<file path="config.mk">
export PLATFORM = sky130hd
export DESIGN_NAME = rv_decode_top
export DESIGN_NICKNAME = d
export VERILOG_FILES = /design/src/hw/rv_pkg.sv /design/src/hw/rv_decode_regs.sv /design/src/hw/rv_instr_classify.sv /design/src/hw/rv_imm_gen.sv /design/src/hw/rv_ctrl_gen.sv /design/src/hw/rv_decode_top.sv
export VERILOG_INCLUDE_DIRS = /design/src /design/src/hw
export SDC_FILE = /design/constraint.sdc
export NUM_CORES = 1
export LEC_CHECK = 0
export ABC_AREA = 1
export BUFFER_PORTS_ARGS = -buffer_cell sky130_fd_sc_hd__buf_2
export CORE_UTILIZATION = 47
export DETAILED_ROUTE_END_ITERATION = 7
export GPL_TIMING_DRIVEN = 1
export PLACE_DENSITY = 0.81
export SETUP_SLACK_MARGIN = 0.05
export SYNTH_ARGS = -nofsm -noshare
export SYNTH_HDL_FRONTEND = slang
export SYNTH_HIERARCHICAL = 1
export SYNTH_SLANG_ARGS = --single-unit
</file>
<file path="constraint.sdc">
create_clock -name i_clk -period 3.8 [get_ports i_clk]
set_input_delay 1.14 -clock i_clk [delete_from_list [all_inputs] [get_ports i_clk]]
set_output_delay 1.14 -clock i_clk [all_outputs]
set_load 0.01 [all_outputs]
</file>
<file path="src/hw/rv_config.svh">
`ifndef RV_CONFIG_SVH
`define RV_CONFIG_SVH

// data path and instruction word
`define RV_XLEN 32

// pc without the two always-zero low bits
`define RV_PC_W 30

// register file address
`define RV_REG_ADDR_W 5

// csr index, bits 31..20 of a system word
`define RV_CSR_IDX_W 12

// addi x0, x0, 0
`define RV_NOP_INSTR 32'h0000_0013

// alu control, bit 4 marks the arithmetic shift
`define RV_ALU_CTRL_W 5

`endif

</file>
<file path="src/hw/rv_pkg.sv">
`include "rv_config.svh"

package rv_pkg;

    // major opcode groups, instr[6:2] with instr[1:0] == 2'b11
    typedef enum logic [3:0]
    {
        OPG_LOAD      = 4'd0,
        OPG_MISC_MEM  = 4'd1,
        OPG_ARITH_IMM = 4'd2,
        OPG_AUIPC     = 4'd3,
        OPG_STORE     = 4'd4,
        OPG_ARITH_REG = 4'd5,
        OPG_LUI       = 4'd6,
        OPG_BRANCH    = 4'd7,
        OPG_JALR      = 4'd8,
        OPG_JAL       = 4'd9,
        OPG_SYSTEM    = 4'd10,
        OPG_NONE      = 4'd15
    } rv_opgroup_e;

    // shr_a is shr_l with the top bit set
    typedef enum logic [`RV_ALU_CTRL_W-1:0]
    {
        ALU_ADD      = 5'h00,
        ALU_SUB      = 5'h01,
        ALU_XOR      = 5'h02,
        ALU_OR       = 5'h03,
        ALU_AND      = 5'h04,
        ALU_SHL      = 5'h05,
        ALU_SHR_L    = 5'h06,
        ALU_CMP_EQ   = 5'h08,
        ALU_CMP_NEQ  = 5'h09,
        ALU_CMP_LTS  = 5'h0a,
        ALU_CMP_LTU  = 5'h0b,
        ALU_CMP_NLTS = 5'h0c,
        ALU_CMP_NLTU = 5'h0d,
        ALU_SHR_A    = 5'h16
    } rv_alu_ctrl_e;

    // writeback source
    typedef enum logic [1:0]
    {
        RES_ALU    = 2'd0,
        RES_MEMORY = 2'd1,
        RES_PC_P4  = 2'd2
    } rv_res_src_e;

endpackage

</file>
<file path="src/hw/rv_decode_regs.sv">
`timescale 1ns/1ps

`include "rv_config.svh"

module rv_decode_regs
(
    input  logic                    i_clk,
    input  logic                    i_rst_n,
    input  logic                    i_stall,
    input  logic                    i_flush,
    input  logic [`RV_XLEN-1:0]     i_instr,
    input  logic [`RV_PC_W-1:0]     i_pc,
    input  logic [`RV_PC_W-1:0]     i_pc_p4,
    output logic [`RV_XLEN-1:0]     o_instr,
    output logic [`RV_PC_W-1:0]     o_pc,
    output logic [`RV_PC_W-1:0]     o_pc_p4
);

    logic w_clear;

    // reset acts as a flush; flush wins over stall
    assign w_clear = !i_rst_n || i_flush;

    always_ff @(posedge i_clk)
    begin
        if (w_clear)
        begin
            o_instr <= `RV_NOP_INSTR;
            o_pc    <= '0;
            o_pc_p4 <= '0;
        end
        else if (!i_stall)
        begin
            o_instr <= i_instr;
            o_pc    <= i_pc;
            o_pc_p4 <= i_pc_p4;
        end
    end

endmodule

</file>
<file path="src/hw/rv_instr_classify.sv">
`timescale 1ns/1ps

`include "rv_config.svh"

module rv_instr_classify
    import rv_pkg::*;
(
    input  logic [`RV_XLEN-1:0]     i_instr,
    output rv_opgroup_e             o_group,
    output logic                    o_supported
);

    logic [2:0] w_funct3;
    logic [6:0] w_funct7;
    logic       w_funct7_ok;

    assign w_funct3 = i_instr[14:12];
    assign w_funct7 = i_instr[31:25];

    // only the two values the base isa uses
    assign w_funct7_ok = (w_funct7 == 7'b0000000) || (w_funct7 == 7'b0100000);

    always_comb
    begin
        o_group = OPG_NONE;
        // compressed words never reach a group
        if (i_instr[1:0] == 2'b11)
        begin
            case (i_instr[6:2])
                5'b00000: o_group = OPG_LOAD;
                5'b00011: o_group = OPG_MISC_MEM;
                5'b00100: o_group = OPG_ARITH_IMM;
                5'b00101: o_group = OPG_AUIPC;
                5'b01000: o_group = OPG_STORE;
                5'b01100: o_group = OPG_ARITH_REG;
                5'b01101: o_group = OPG_LUI;
                5'b11000: o_group = OPG_BRANCH;
                5'b11001: o_group = OPG_JALR;
                5'b11011: o_group = OPG_JAL;
                5'b11100: o_group = OPG_SYSTEM;
                default:  o_group = OPG_NONE;
            endcase
        end
    end

    always_comb
    begin
        o_supported = 1'b0;
        case (o_group)
            OPG_LOAD:
                o_supported = w_funct3 inside {3'd0, 3'd1, 3'd2, 3'd4, 3'd5};
            // fence and fence.i
            OPG_MISC_MEM:
                o_supported = (w_funct3 == 3'd0) || (w_funct3 == 3'd1);
            OPG_ARITH_IMM:
            begin
                if ((w_funct3 == 3'd1) || (w_funct3 == 3'd5))
                    o_supported = w_funct7_ok;
                else
                    o_supported = 1'b1;
            end
            OPG_STORE:
                o_supported = w_funct3 inside {3'd0, 3'd1, 3'd2};
            OPG_ARITH_REG:
            begin
                // 0100000 only for sub and sra
                if (w_funct7 == 7'b0000000)
                    o_supported = 1'b1;
                else if (w_funct7 == 7'b0100000)
                    o_supported = (w_funct3 == 3'd0) || (w_funct3 == 3'd5);
                else
                    o_supported = 1'b0;
            end
            OPG_BRANCH:
                o_supported = (w_funct3 != 3'd2) && (w_funct3 != 3'd3);
            OPG_JALR:
                o_supported = (w_funct3 == 3'd0);
            OPG_LUI, OPG_AUIPC, OPG_JAL:
                o_supported = 1'b1;
            // system words trap, as does anything unknown
            default:
                o_supported = 1'b0;
        endcase
    end

endmodule

</file>
<file path="src/hw/rv_imm_gen.sv">
`timescale 1ns/1ps

`include "rv_config.svh"

module rv_imm_gen
    import rv_pkg::*;
(
    input  logic [`RV_XLEN-1:0]     i_instr,
    input  rv_opgroup_e             i_group,
    input  logic                    i_supported,
    output logic [`RV_XLEN-1:0]     o_imm
);

    logic w_sign;

    assign w_sign = i_instr[31];

    always_comb
    begin
        o_imm = '0;
        if (i_supported)
        begin
            case (i_group)
                // j-type
                OPG_JAL:
                    o_imm = {{12{w_sign}}, i_instr[19:12], i_instr[20],
                             i_instr[30:21], 1'b0};
                // u-type
                OPG_LUI, OPG_AUIPC:
                    o_imm = {i_instr[31:12], 12'b0};
                // i-type, shift amounts ride in the low bits
                OPG_JALR, OPG_LOAD, OPG_ARITH_IMM:
                    o_imm = {{21{w_sign}}, i_instr[30:20]};
                // b-type
                OPG_BRANCH:
                    o_imm = {{20{w_sign}}, i_instr[7], i_instr[30:25],
                             i_instr[11:8], 1'b0};
                // s-type
                OPG_STORE:
                    o_imm = {{21{w_sign}}, i_instr[30:25], i_instr[11:7]};
                default:
                    o_imm = '0;
            endcase
        end
    end

endmodule

</file>
<file path="src/hw/rv_ctrl_gen.sv">
`timescale 1ns/1ps

`include "rv_config.svh"

module rv_ctrl_gen
    import rv_pkg::*;
(
    input  rv_opgroup_e                 i_group,
    input  logic                        i_supported,
    input  logic [2:0]                  i_funct3,
    input  logic                        i_funct7_b5,
    input  logic [`RV_REG_ADDR_W-1:0]   i_rd,
    input  logic [`RV_REG_ADDR_W-1:0]   i_rs1,
    output logic                        o_rs1_zero_lui,
    output logic                        o_reg_write,
    output logic                        o_mem_read,
    output logic                        o_mem_write,
    output rv_res_src_e                 o_res_src,
    output logic                        o_pc_sel,
    output logic                        o_jump,
    output logic                        o_branch,
    output logic                        o_alu_op1_sel,
    output logic                        o_alu_op2_sel,
    output rv_alu_ctrl_e                o_alu_ctrl,
    output logic                        o_csr_read,
    output logic                        o_csr_write
);

    logic w_sys;
    logic w_rd_nz;
    logic w_rs1_nz;

    // lui always decodes as supported
    assign o_rs1_zero_lui = (i_group == OPG_LUI);

    always_comb
    begin
        o_reg_write   = 1'b0;
        o_mem_read    = 1'b0;
        o_mem_write   = 1'b0;
        o_res_src     = RES_ALU;
        o_pc_sel      = 1'b0;
        o_jump        = 1'b0;
        o_branch      = 1'b0;
        o_alu_op1_sel = 1'b0;
        o_alu_op2_sel = 1'b0;
        if (i_supported)
        begin
            o_reg_write = i_group inside {OPG_LOAD, OPG_ARITH_IMM, OPG_AUIPC,
                                          OPG_ARITH_REG, OPG_LUI, OPG_JALR, OPG_JAL};
            o_mem_read  = (i_group == OPG_LOAD);
            o_mem_write = (i_group == OPG_STORE);
            o_branch    = (i_group == OPG_BRANCH);
            o_jump      = (i_group == OPG_JAL) || (i_group == OPG_JALR);
            // jalr target comes from the alu
            o_pc_sel    = (i_group == OPG_JALR);
            o_alu_op1_sel = (i_group == OPG_AUIPC) || (i_group == OPG_JAL);
            o_alu_op2_sel = i_group inside {OPG_AUIPC, OPG_JAL, OPG_JALR, OPG_LUI,
                                            OPG_ARITH_IMM, OPG_LOAD, OPG_STORE};
            if (i_group == OPG_LOAD)
                o_res_src = RES_MEMORY;
            else if (o_jump)
                o_res_src = RES_PC_P4;
        end
    end

    always_comb
    begin
        o_alu_ctrl = ALU_ADD;
        if (i_supported)
        begin
            if ((i_group == OPG_ARITH_REG) || (i_group == OPG_ARITH_IMM))
            begin
                case (i_funct3)
                    // no subtract-immediate
                    3'd0: o_alu_ctrl = (i_funct7_b5 && (i_group == OPG_ARITH_REG)) ?
                                       ALU_SUB : ALU_ADD;
                    3'd1: o_alu_ctrl = ALU_SHL;
                    3'd2: o_alu_ctrl = ALU_CMP_LTS;
                    3'd3: o_alu_ctrl = ALU_CMP_LTU;
                    3'd4: o_alu_ctrl = ALU_XOR;
                    3'd5: o_alu_ctrl = i_funct7_b5 ? ALU_SHR_A : ALU_SHR_L;
                    3'd6: o_alu_ctrl = ALU_OR;
                    default: o_alu_ctrl = ALU_AND;
                endcase
            end
            else if (i_group == OPG_BRANCH)
            begin
                case (i_funct3)
                    3'd0: o_alu_ctrl = ALU_CMP_EQ;
                    3'd1: o_alu_ctrl = ALU_CMP_NEQ;
                    3'd4: o_alu_ctrl = ALU_CMP_LTS;
                    3'd5: o_alu_ctrl = ALU_CMP_NLTS;
                    3'd6: o_alu_ctrl = ALU_CMP_LTU;
                    default: o_alu_ctrl = ALU_CMP_NLTU;
                endcase
            end
        end
    end

    // csr enables feed the trap path, so no supported gate here
    assign w_sys    = (i_group == OPG_SYSTEM);
    assign w_rd_nz  = |i_rd;
    assign w_rs1_nz = |i_rs1;

    always_comb
    begin
        o_csr_read  = 1'b0;
        o_csr_write = 1'b0;
        if (w_sys)
        begin
            case (i_funct3)
                // csrrw, csrrwi
                3'd1, 3'd5:
                begin
                    o_csr_read  = w_rd_nz;
                    o_csr_write = 1'b1;
                end
                // set and clear forms
                3'd2, 3'd3, 3'd6, 3'd7:
                begin
                    o_csr_read  = 1'b1;
                    o_csr_write = w_rs1_nz;
                end
                default:
                begin
                    o_csr_read  = 1'b0;
                    o_csr_write = 1'b0;
                end
            endcase
        end
    end

endmodule

</file>
<file path="src/hw/rv_decode_top.sv">
`timescale 1ns/1ps

`include "rv_config.svh"

module rv_decode_top
    import rv_pkg::*;
(
    input  logic                        i_clk,
    input  logic                        i_rst_n,
    input  logic                        i_stall,
    input  logic                        i_flush,
    input  logic [`RV_XLEN-1:0]         i_instr,
    input  logic [`RV_PC_W-1:0]         i_pc,
    input  logic [`RV_PC_W-1:0]         i_pc_p4,
    output logic [`RV_REG_ADDR_W-1:0]   o_rs1,
    output logic [`RV_REG_ADDR_W-1:0]   o_rs2,
    output logic [`RV_REG_ADDR_W-1:0]   o_rd,
    output logic [`RV_PC_W-1:0]         o_pc,
    output logic [`RV_PC_W-1:0]         o_pc_p4,
    output logic [`RV_XLEN-1:0]         o_imm,
    output logic                        o_reg_write,
    output logic                        o_mem_read,
    output logic                        o_mem_write,
    output rv_res_src_e                 o_res_src,
    output logic                        o_pc_sel,
    output logic                        o_jump,
    output logic                        o_branch,
    output logic                        o_alu_op1_sel,
    output logic                        o_alu_op2_sel,
    output logic [2:0]                  o_funct3,
    output rv_alu_ctrl_e                o_alu_ctrl,
    output logic                        o_inv_instr,
    output logic [`RV_CSR_IDX_W-1:0]    o_csr_idx,
    output logic                        o_csr_read,
    output logic                        o_csr_write
);

    logic [`RV_XLEN-1:0]    r_instr;
    rv_opgroup_e            w_group;
    logic                   w_supported;
    logic                   w_rs1_zero_lui;

    rv_decode_regs u_regs
    (
        .i_clk   (i_clk),
        .i_rst_n (i_rst_n),
        .i_stall (i_stall),
        .i_flush (i_flush),
        .i_instr (i_instr),
        .i_pc    (i_pc),
        .i_pc_p4 (i_pc_p4),
        .o_instr (r_instr),
        .o_pc    (o_pc),
        .o_pc_p4 (o_pc_p4)
    );

    rv_instr_classify u_classify
    (
        .i_instr     (r_instr),
        .o_group     (w_group),
        .o_supported (w_supported)
    );

    rv_imm_gen u_imm
    (
        .i_instr     (r_instr),
        .i_group     (w_group),
        .i_supported (w_supported),
        .o_imm       (o_imm)
    );

    rv_ctrl_gen u_ctrl
    (
        .i_group        (w_group),
        .i_supported    (w_supported),
        .i_funct3       (r_instr[14:12]),
        .i_funct7_b5    (r_instr[30]),
        .i_rd           (r_instr[11:7]),
        .i_rs1          (r_instr[19:15]),
        .o_rs1_zero_lui (w_rs1_zero_lui),
        .o_reg_write    (o_reg_write),
        .o_mem_read     (o_mem_read),
        .o_mem_write    (o_mem_write),
        .o_res_src      (o_res_src),
        .o_pc_sel       (o_pc_sel),
        .o_jump         (o_jump),
        .o_branch       (o_branch),
        .o_alu_op1_sel  (o_alu_op1_sel),
        .o_alu_op2_sel  (o_alu_op2_sel),
        .o_alu_ctrl     (o_alu_ctrl),
        .o_csr_read     (o_csr_read),
        .o_csr_write    (o_csr_write)
    );

    // lui adds its immediate to x0
    assign o_rs1       = w_rs1_zero_lui ? '0 : r_instr[19:15];
    assign o_rs2       = r_instr[24:20];
    assign o_rd        = r_instr[11:7];
    assign o_funct3    = r_instr[14:12];
    assign o_csr_idx   = r_instr[31:20];
    assign o_inv_instr = !w_supported;

endmodule

</file>
### Word level (Yosys, flattened, before mapping)

Memories as Yosys holds them, arrays and structs flattened. A register that Yosys moved wholly into a read port is not among the register bits.
Index checks and enable logic that the tools add are counted.
Widths: inputs -> output; s select.

* bits in registers: 92
* latch bits: 0
* bits in writable memories: 0
* ROM bits: 128
* bits of input ports: 96
* output and inout port bits: 140
* word-level logic and storage cells: 83
* memories: 1

Memories
* (no name shown): depth 32, bits a word 4, rd ports 1, clocked after memory_dff 1, wr ports 0, RTL line rv_instr_classify.sv:29 `case (i_instr[6:2])`

* $add $sub $neg: 0
* $mul: 0
* div/mod/pow operators: 0
* order comparisons: 0
* equality and inequality tests: 21
* shift-type cells: 0
* multiplexer cells: 32
* bitwise operators: 0
* reductions and logical operators: 26

Operators by type and width (number)
* $pmux 32 s5: 1
* $mux 5: 7
* $pmux 5 s7: 1
* $mux 32: 1
* $eq 4x3->1 const B: 4
* $pmux 3 s5: 1
* $mux 1: 14
* $reduce_bool 7->1: 2
* $eq 3x3->1 const B: 4
* $eq 4x4->1 const B: 3
* $reduce_or 5->1: 2
* $eq 4x2->1 const B: 2
* $logic_or 1x1->1: 8
* $pmux 1 s8: 1
* $eq 7x6->1 const B: 1
* $logic_not 7->1: 1
* $eq 3x2->1 const B: 2
* $mux 2: 3
* $ne 3x2->1 const B: 2
* $reduce_or 3->1: 2
* $reduce_bool 5->1: 1
* $eq 4x1->1 const B: 1
* $logic_not 4->1: 1
* $mux 4: 1
* other kinds (9): 13

### Longest topological paths before layout

Gate-level depths: netlist of the first run.

* depth after elaboration: 8
* mapped depth: 18
* gate-level depth less buffers: 17

### Modules after synthesis

Netlist of the first run, hierarchy kept.

By module, submodules not included
* rv_decode_regs: instances 1, cells an instance 401, area each 3225.6 µm², seq. area each 1841.8 µm²
* rv_imm_gen: instances 1, cells an instance 129, area each 629.4 µm², seq. area each 0.0 µm²
* rv_instr_classify: instances 1, cells an instance 89, area each 473.0 µm², seq. area each 0.0 µm²
* rv_ctrl_gen: instances 1, cells an instance 92, area each 432.9 µm², seq. area each 0.0 µm²
* rv_decode_top: instances 1, cells an instance 16, area each 78.8 µm², seq. area each 0.0 µm²

### Worst setup path before layout of the first run

Ideal clock, no wire load.

* path type: flip-flop to output port
* start: register u_regs/o_instr[3] (netlist name)
* end: output o_imm[12]
* arrival: 2.341 ns
* data required time: 2.660 ns
* setup slack: 0.319 ns
* stages on the path, launching flop included: 18
* buffers on the path: 2
* path through: dfxtp_1 inv_1 ha_1 nand2_1 nand2_1 nand2_1 nand3_1 nand2_1 clkinv_1 nand2_1 nand3_1 nand2_1 nand2_1 nand2_1 buf_2 clkinv_1 buf_1 a21oi_1

RTL lines
* end, declared: RTL line rv_decode_top.sv:20 `` output logic [`RV_XLEN-1:0] o_imm, ``

==> results.py, run 1 <==
metrics = {
    "logic_synthesis": {
        "yosysTopAreaCell": "dfxtp_1",
        "synth_edf_count": 0,
        "yosys-top-cells-count": "283 x nand2_1, 107 x a21oi_1, 92 x dfxtp_1",
        "synthCells": 727,
        "yosys_register_bits": 92,
        "synth_nets": 826,
        "synth.most_common_cell": "nand2_1",
        "synth-main-ff-cell": "dfxtp_1",
        "synth_top_cell_area_share": 0.381,
        "syn_avg_cell_area_um2": 6.66,
        "async_reset_ff_frac": 0,
        "synth_warnings": 6,
        "ys_seq_area_frac": 0.381,
        "synth_area_leaders": "dfxtp_1 38%, nand2_1 22%, a21oi_1 11%, nand3_1 4.8%, nor2_1 3.7%",
        "yosys.cell_types.count": 32,
        "syn_area_um2": 4840,
    },
    "critical_path": {
        "setup.worst_path.start_class": "flop",
        "cp_top_family": "simple AND/OR/NAND/NOR gates",
        "crit_slowest_cell": "dfxtp_2",
        "arrival_ns": 2.50,
        "rr_startpoint": "u_regs/o_instr[31]",
        "crit_path_end_kind": "output pin",
        "worstPathMaxFanout": 9,
        "path_class": "flop to output pin",
        "reg2reg_slack_ns": 2.84,
        "path_buf_inv": 4,
        "slowest_delay_ns": 0.35,
        "cp_cell_sequence": "inv_2, ha_4, nand2_1, nand3_2, nand3_1, nand2_1, buf_4, inv_2, nand4_1, nand3_2, nand2_4, a21oi_1, buf_2",
        "rr_endpoint": "u_regs/o_instr[31]",
        "crit_required_ns": 2.66,
        "r2r_cells": 2,
    },
    "timing": {
        "slew_viol_final": 0,
        "finalHoldViolations": 0,
        "clock.fmax_mhz": 274,
        "setup_ws_ns": 0.156,
        "tightestPinTransition_ns": 0.897,
        "setup_tns_ns": 0,
        "setup_viol": 0,
        "fin_crit_sh": 0.959,
        "fin_crit_ns": 3.64,
        "relSlewSlack": 0.402,
        "holdWs_ns": 0.465,
        "skew_ns": 0,
    },
    "grt": {
        "grt_max_degree": 93,
        "grt_pass1_vias": 4625,
        "overflow": 0,
        "grt_use_total": 0.259,
        "antenna_found_initial": 1,
        "grt_first_pass_wirelength_um": 21400,
    },
    "die": {
        "die-area_um2": 10700,
        "die_h_um": 103,
        "ios": 236,
        "start_util": 0.491,
        "core_region_area_um2": 9860,
        "dieWidth_um": 103,
        "placementRows": 36,
    },
    "layout": {
        "area_delta_synth_final_pct": 33.4,
        "drive_gt1_frac": 0.357,
        "nets": 1053,
    },
    "placed_design": {
        "dp_slack_ns": 0.266,
        "numPortBuffers": 235,
        "place_hpwl_um": 10600,
        "gp_congestion": 0.905,
    },
    "clock_tree": {
        "path_clk_slew_ns": 0.08,
        "clk_path_buf_depth": 2,
        "cts_tree": "built",
        "cts_made_buffers": 9,
        "cts-root-buf": "clkbuf_8",
        "htreeDepth": 3,
        "cts_sinks": 92,
        "clock_latency_ns": 0.35,
        "hold_buffers": 0,
    },
    "power_and_ir_drop": {
        "p_leak_uw": 0.00341,
        "p_per_area_nw_per_um2": 352,
        "ir_drop_mv": 0.320,
    },
    "hold_path": {
        "hold_path_depth": 2,
        "hold_start": "u_regs/o_pc_p4[19]",
        "whs_endpoint": "u_regs/o_pc_p4[19]",
        "hold_class": "flop to flop",
    },
    "drt": {
        "wl_per_cell_um": 13.6,
        "drt_wl_total_um": 14900,
        "drc_errors": 0,
        "top_layer": "met4",
        "vias": 5407,
        "drt-pass1-iter-count": 5,
        "viasPerCell": 4.94,
        "initialDrtViolationCount": 251,
        "route.met2.wl_um": 7500,
        "ant_nets": 0,
        "dr_wl_met3_um": 1140,
        "wl_met1_um": 5910,
    },
    "status": {
        "status": "finished clean",
    },
    "flow_run": {
        "maxCapViolCount": 0,
    },
}
-- flip-flops by register name, summed over array words and instances (netlist names) --
register	cells
u_regs/o_instr	32
u_regs/o_pc	30
u_regs/o_pc_p4	30
-- cell families (layout without fill, tap and decap cells) --
logic type | after synthesis | in the layout | synth area share
other | 0 | 2 | 0
and+or+nand+nor | 425 | 426 | 0.386
DFF | 92 | 92 | 0.381
buffers and inverters | 93 | 324 | 0.107
AOI/OAI and AO/OA | 114 | 114 | 0.119
adders and majority gates | 3 | 3 | 0.00776
-- per-stage QoR --
stage          power, µW  instances  utilization  cell area (µm²)
6_report            2270       1094        0.654             6460
5_1_grt             2380       1092        0.654             6450
4_1_cts             2210       1085        0.631             6230
3_5_place_dp        1550       1067        0.607             5980
3_3_place_gp        1540       1067        0.607             5980
2_1_floorplan       1390        727            -             4840
-- area by class of cell --
cell class                 count  area, µm²
multi-input combinational    543       2620
tap                          133        166
fill                         915       3410
timing repair buffer         256       1410
clock buffer                  12        155
inverter                      52        209
antenna                        2       5.00
clock inverter                 4       47.5
sequential                    92       1840
-- power breakdown --
part,switching (µW),total [µW],internal [µW]
Sequential,28.0,1020,994
Clock,329,667,338
Combinational,355,585,230
-- metal layers --
| layer | vias up | GRT usage |
|---|---|---|
| li1 | 2748 | - |
| met1 | 2410 | 0.304 |
| met2 | 217 | 0.450 |
| met3 | 32 | 0.0598 |
| met4 | 0 | 0.116 |
| met5 | - | 0 |
-- placed cells by master (no fill, tap or decap), types with 6 or more instances in the layout --
cell / Yosys / final
nor2_2: 6 / 6
nor2_1: 48 / 47
nand3_2: 5 / 6
inv_2: 8 / 12
buf_4: 17 / 16
nand2_4: 7 / 10
a21oi_1: 107 / 99
clkbuf_8: 1 / 11
inv_1: 41 / 39
nand2_1: 283 / 277
nor3_1: 11 / 8
nand3_1: 46 / 44
buf_2: 5 / 234
dfxtp_1: 92 / 90
nand2_2: 8 / 11
nor2_4: 5 / 6
a21oi_2: 0 / 8
-- worst max-delay path by stage --
stage,from,to,depth (start not counted)
3_3_place_gp,u_regs/o_instr[3],o_imm[15],15
3_5_place_dp,u_regs/o_instr[2],o_alu_ctrl[0],17
4_1_cts,u_regs/o_instr[2],o_imm[31],17
6_report,u_regs/o_instr[2],o_imm[17],13
5_1_grt,u_regs/o_instr[2],o_imm[13],14
2_1_floorplan,u_regs/o_instr[3],o_imm[12],17
-- worst min-delay path, delay by kind of cell, from the launching register on --
kind            cells  cell delay, ns
simple gates        1            0.06
flops               1            0.31
compound gates      1            0.05
-- what timing repair did --
action,4_1_cts,5_1_grt
hold endpoints to repair,0,0
gates resized for setup,7,34
gates cloned,0,3
setup buffers,2,4
setup endpoints to repair,43,44
pin swaps,0,4
No activity file was read; power rests on OpenSTA's default activity.
==> run 2, diff against run 1 <==
Settings changed: RECOVER_POWER set to 25.
==> results.py, run 2 (synthesis results as in run 1) <==
metrics = {
    "status": {
        "status": "complete, but fails checks",
        "violations": "capacitance limit, slew limit",
    },
    "power_and_ir_drop": {
        "power.share.sequential": 0.451,
        "intPower_uw": 1560,
        "combPwrFrac": 0.256,
        "switching_share": 0.313,
        "p_sw_uw": 710,
        "ir_drop_mv": 0.319,
        "p_leak_uw": 0.00317,
        "clkPwrFrac": 0.293,
        "p_per_area_nw_per_um2": 355,
    },
    "clock_tree": {
        "path_clk_slew_ns": 0.08,
        "clk_path_buf_depth": 2,
        "cts_sinks": 92,
        "htreeDepth": 3,
        "cts-root-buf": "clkbuf_8",
        "cts_tree": "built",
        "cts_made_buffers": 9,
        "clock_latency_ns": 0.35,
    },
    "timing": {
        "clock.fmax_mhz": 275,
        "setup_ws_ns": 0.163,
        "relSlewSlack": -0.207,
        "setup_viol": 0,
        "holdWs_ns": 0.466,
        "fin_crit_sh": 0.957,
        "skew_ns": 0,
        "slew_viol_final": 93,
        "finalHoldViolations": 0,
        "fin_crit_ns": 3.64,
        "tightestPinTransition_ns": 1.81,
    },
    "hold_path": {
        "hold_class": "flop to flop",
    },
    "drt": {
        "initialDrtViolationCount": 257,
        "ant_nets": 0,
        "drc_errors": 0,
        "drt-pass1-iter-count": 5,
        "drt_wl_total_um": 14800,
        "wl_per_cell_um": 13.6,
        "vias": 5442,
        "viasPerCell": 4.97,
    },
    "placed_design": {
        "postPlaceCellArea_um2": 5980,
        "dp.cells": 1067,
        "numPortBuffers": 235,
        "gp_congestion": 0.905,
        "place_hpwl_um": 10600,
        "dp_slack_ns": 0.266,
    },
    "layout": {
        "instances_no_fill": 1094,
        "fillers": 943,
        "seq_area_um2": 1840,
        "multi_input_area_um2": 2620,
        "drive_gt1_frac": 0.297,
        "layout_common_cells": "277 x nand2_1, 177 x buf_2, 99 x a21oi_1",
        "reg_top3": "u_regs/o_instr x32, u_regs/o_pc x30, u_regs/o_pc_p4 x30",
        "regMostFlops": "u_regs/o_instr",
        "fin_area_um2": 6380,
        "nets": 1053,
        "final_common_cell": "nand2_1",
        "area_delta_synth_final_pct": 31.9,
        "largest_reg_flops": 32,
    },
    "die": {
        "die-area_um2": 10700,
        "ios": 236,
        "dieWidth_um": 103,
        "start_util": 0.491,
        "die_h_um": 103,
        "core_region_area_um2": 9860,
        "placementRows": 36,
    },
    "critical_path": {
        "slowest_delay_ns": 0.35,
        "arrival_ns": 2.50,
        "crit_path_end_kind": "output pin",
        "path_class": "flop to output pin",
        "cp_top_family": "simple AND/OR/NAND/NOR gates",
        "worstPathMaxFanout": 9,
        "cp_cell_sequence": "inv_2, ha_4, nand2_1, nand3_2, nand3_1, nand2_1, buf_4, inv_2, nand4_1, nand3_2, nand2_4, a21oi_1, buf_2",
        "setup.worst_path.start_class": "flop",
        "crit_required_ns": 2.66,
        "crit_slowest_cell": "dfxtp_2",
        "path_buf_inv": 4,
    },
    "grt": {
        "overflow": 0,
        "grt_max_degree": 93,
        "grt_use_total": 0.259,
        "grt_pass1_vias": 4625,
        "antenna_found_initial": 1,
        "grt_first_pass_wirelength_um": 21400,
    },
    "flow_run": {
        "maxCapViolCount": 1,
    },
}
[run 2: through the flow]
step / TNS (ns) / util / power (µW)
after floorplan: 0 / - / 1390
after global placement: 0 / 0.607 / 1540
after detailed placement: 0 / 0.607 / 1550
after CTS: 0 / 0.631 / 2210
after global routing: -0.0522 / 0.646 / 2380
final: 0 / 0.647 / 2270
[run 2: path summary, 6_finish.rpt]
kind	startpoint	endpoint	slack [ns]	depth (start not counted)
max	u_regs/o_instr[2]	o_imm[17]	0.16	13
min	u_regs/o_pc_p4[24]	u_regs/o_pc_p4[24]	0.47	2
max reg2reg	u_regs/o_instr[31]	u_regs/o_instr[31]	2.81	2
min reg2reg	u_regs/o_pc_p4[24]	u_regs/o_pc_p4[24]	0.47	2
[run 2: power by group through the flow]
stage               registers (µW)  clock network, µW  logic [µW]
CTS                           1020                680         513
detailed placement            1040                  0         503
finish                        1020                665         580
floorplan                     1050                  0         336
global route                  1030                713         640
global placement              1040                  0         498
[run 2: area by class of cell]
class,instances,share of cell area
multi-input cells,543,0.410
clock inverters,4,0.00745
diodes,2,0.000784
clock buffers,12,0.0243
well taps,133,0.0261
flip-flops and latches,92,0.289
repair buffers,256,0.210
inverters,52,0.0327
[run 2: tightest hold or removal path, stage by stage, from the launching register on]
cell and delay, ns:
dfxtp_1 0.31, nand2_1 0.06, a21oi_1 0.05
[run 2: per-layer routing]
layer  up-vias  share of wire  GRT usage  wire length [µm]
li1       2752              -          -                 -
met4         0          0.026      0.116               380
met1      2432           0.39      0.304              5860
met2       227           0.50      0.450              7470
met5         -              0          0                 0
met3        31          0.077     0.0598              1140
[run 2: repair_timing]
action | CTS | global route
setup buffers | 2 | 4
gates resized for setup | 7 | 34
gates cloned | 0 | 3
endpoints found under the hold margin | 0 | 0
pin swaps | 0 | 4
endpoints found under the setup margin | 43 | 44
hold buffers | 0 | 0
==> run 3, diff against run 2 <==
Settings changed: SETUP_SLACK_MARGIN 0.05 to 0.4.
==> results.py, run 3 (synthesis results as in run 1) <==
metrics = {
    "status": {
        "status": "complete, but fails checks",
        "violations": "capacitance limit, slew limit",
    },
    "critical_path": {
        "setup.worst_path.start_class": "flop",
        "path_buf_inv": 4,
        "crit_path_end_kind": "output pin",
        "slowest_delay_ns": 0.37,
        "crit_required_ns": 2.66,
        "arrival_ns": 2.58,
        "cp_top_family": "simple AND/OR/NAND/NOR gates",
        "path_class": "flop to output pin",
        "cp_cell_sequence": "inv_4, ha_4, nand2_2, nand3_2, nand2_2, nand2_2, nor2_4, nand2_2, nand2_2, nand2_2, nand2_2, nand2_2, nand2_4, buf_12, inv_4, nor4_2, buf_2",
        "cpMostUsedCell": "nand2_2",
        "crit_slowest_cell": "dfxtp_4",
        "worstPathMaxFanout": 8,
    },
    "drt": {
        "wl_per_cell_um": 16.0,
        "initialDrtViolationCount": 463,
        "drt-pass1-iter-count": 6,
        "drt_wl_total_um": 17800,
        "viasPerCell": 5.34,
        "vias": 5968,
        "ant_nets": 0,
        "drc_errors": 0,
    },
    "clock_tree": {
        "clk_path_buf_depth": 2,
        "hold_buffers": 0,
        "cts-root-buf": "clkbuf_8",
        "path_clk_slew_ns": 0.08,
        "cts_made_buffers": 9,
        "cts_sinks": 92,
        "htreeDepth": 3,
        "cts_tree": "built",
        "clock_latency_ns": 0.35,
    },
    "die": {
        "dieWidth_um": 103,
        "placementRows": 36,
        "die-area_um2": 10700,
        "core_region_area_um2": 9860,
        "ios": 236,
        "die_h_um": 103,
        "start_util": 0.491,
    },
    "grt": {
        "grt_util_met3": 0.0948,
        "grt_use_total": 0.297,
        "grt_max_degree": 93,
        "busiest_layer": "met2",
        "use_met2": 0.487,
        "antenna_found_initial": 0,
        "grt_pass1_vias": 5029,
        "overflow": 0,
        "grt_use_met1": 0.348,
        "grt_first_pass_wirelength_um": 24300,
    },
    "layout": {
        "reg_top3": "u_regs/o_instr x32, u_regs/o_pc x30, u_regs/o_pc_p4 x30",
        "layout_common_cells": "260 x nand2_1, 186 x buf_2, 93 x a21oi_1",
        "regMostFlops": "u_regs/o_instr",
        "final_common_cell": "nand2_1",
        "final_core_util": 0.710,
        "largest_reg_flops": 32,
        "drive_gt1_frac": 0.379,
        "area_delta_synth_final_pct": 44.8,
        "fin_area_um2": 7010,
        "nets": 1076,
    },
    "placed_design": {
        "gp_congestion": 0.938,
        "numPortBuffers": 235,
        "postPlaceCellArea_um2": 5960,
        "place_hpwl_um": 10600,
    },
    "hold_path": {
        "hold_class": "flop to flop",
    },
    "timing": {
        "tightestPinTransition_ns": 1.78,
        "fin_crit_ns": 3.72,
        "setup_viol": 0,
        "finalHoldViolations": 0,
        "setup_tns_ns": 0,
        "rsz0062_at_grt": "true",
        "slew_viol_final": 93,
        "fin_crit_sh": 0.979,
        "clock.fmax_mhz": 269,
        "skew_ns": 0,
        "relSlewSlack": -0.188,
    },
    "flow_run": {
        "maxCapViolCount": 1,
    },
    "power_and_ir_drop": {
        "total_power_uw": 2490,
        "p_per_area_nw_per_um2": 356,
        "p_leak_uw": 0.00345,
        "ir_drop_mv": 0.294,
    },
}
[run 3: timing repair]
action | in CTS | in global routing
resized for setup | 70 | 77
setup endpoints to repair | 55 | 55
pin swaps | 24 | 33
setup buffers | 17 | 13
hold endpoints to repair | 0 | 0
cloned | 5 | 0
[run 3: area by class of cell]
type / instances / area, µm²
multi-input cells: 546 / 2950
fillers: 836 / 2860
flip-flops and latches: 92 / 1850
repair buffers: 276 / 1570
inverters: 52 / 244
well taps: 133 / 166
clock buffers: 12 / 145
clock inverters: 4 / 72.6
diodes: 2 / 5.00
[run 3: final timing paths]
kind	start	endpoint	slack, ns	depth (start not counted)
min	u_regs/o_pc_p4[26]	u_regs/o_pc_p4[26]	0.46	2
min reg2reg	u_regs/o_pc_p4[26]	u_regs/o_pc_p4[26]	0.46	2
max reg2reg	u_regs/o_instr[14]	u_regs/o_instr[14]	2.82	3
max	u_regs/o_instr[2]	o_pc_sel	0.08	17
[run 3: routing by layer]
metal / wire length [µm] / share of wire / up-vias
met5: 0 / 0 / -
met2: 8580 / 0.48 / 392
met1: 6390 / 0.36 / 2670
li1: - / - / 2811
met4: 877 / 0.049 / 0
met3: 2000 / 0.11 / 95
[run 3: power breakdown]
group | switching (µW) | total (µW) | internal, µW
combinational | 451 | 753 | 301
clock | 325 | 713 | 388
sequential | 33.3 | 1030 | 994
[run 3: worst min-delay path, stage by stage, from the launching register on]
cell,delay [ns]
dfxtp_1,0.31
nand2_1,0.06
a21oi_1,0.05
[run 3: stage by stage]
stage	hold slack [ns]	setup WS (ns)	instances
2_1_floorplan	0.461	0.403	727
3_3_place_gp	0.449	0.257	1064
3_5_place_dp	0.452	0.189	1064
4_1_cts	0.465	0.278	1102
5_1_grt	0.479	-0.00810	1115
6_report	0.465	0.0784	1117
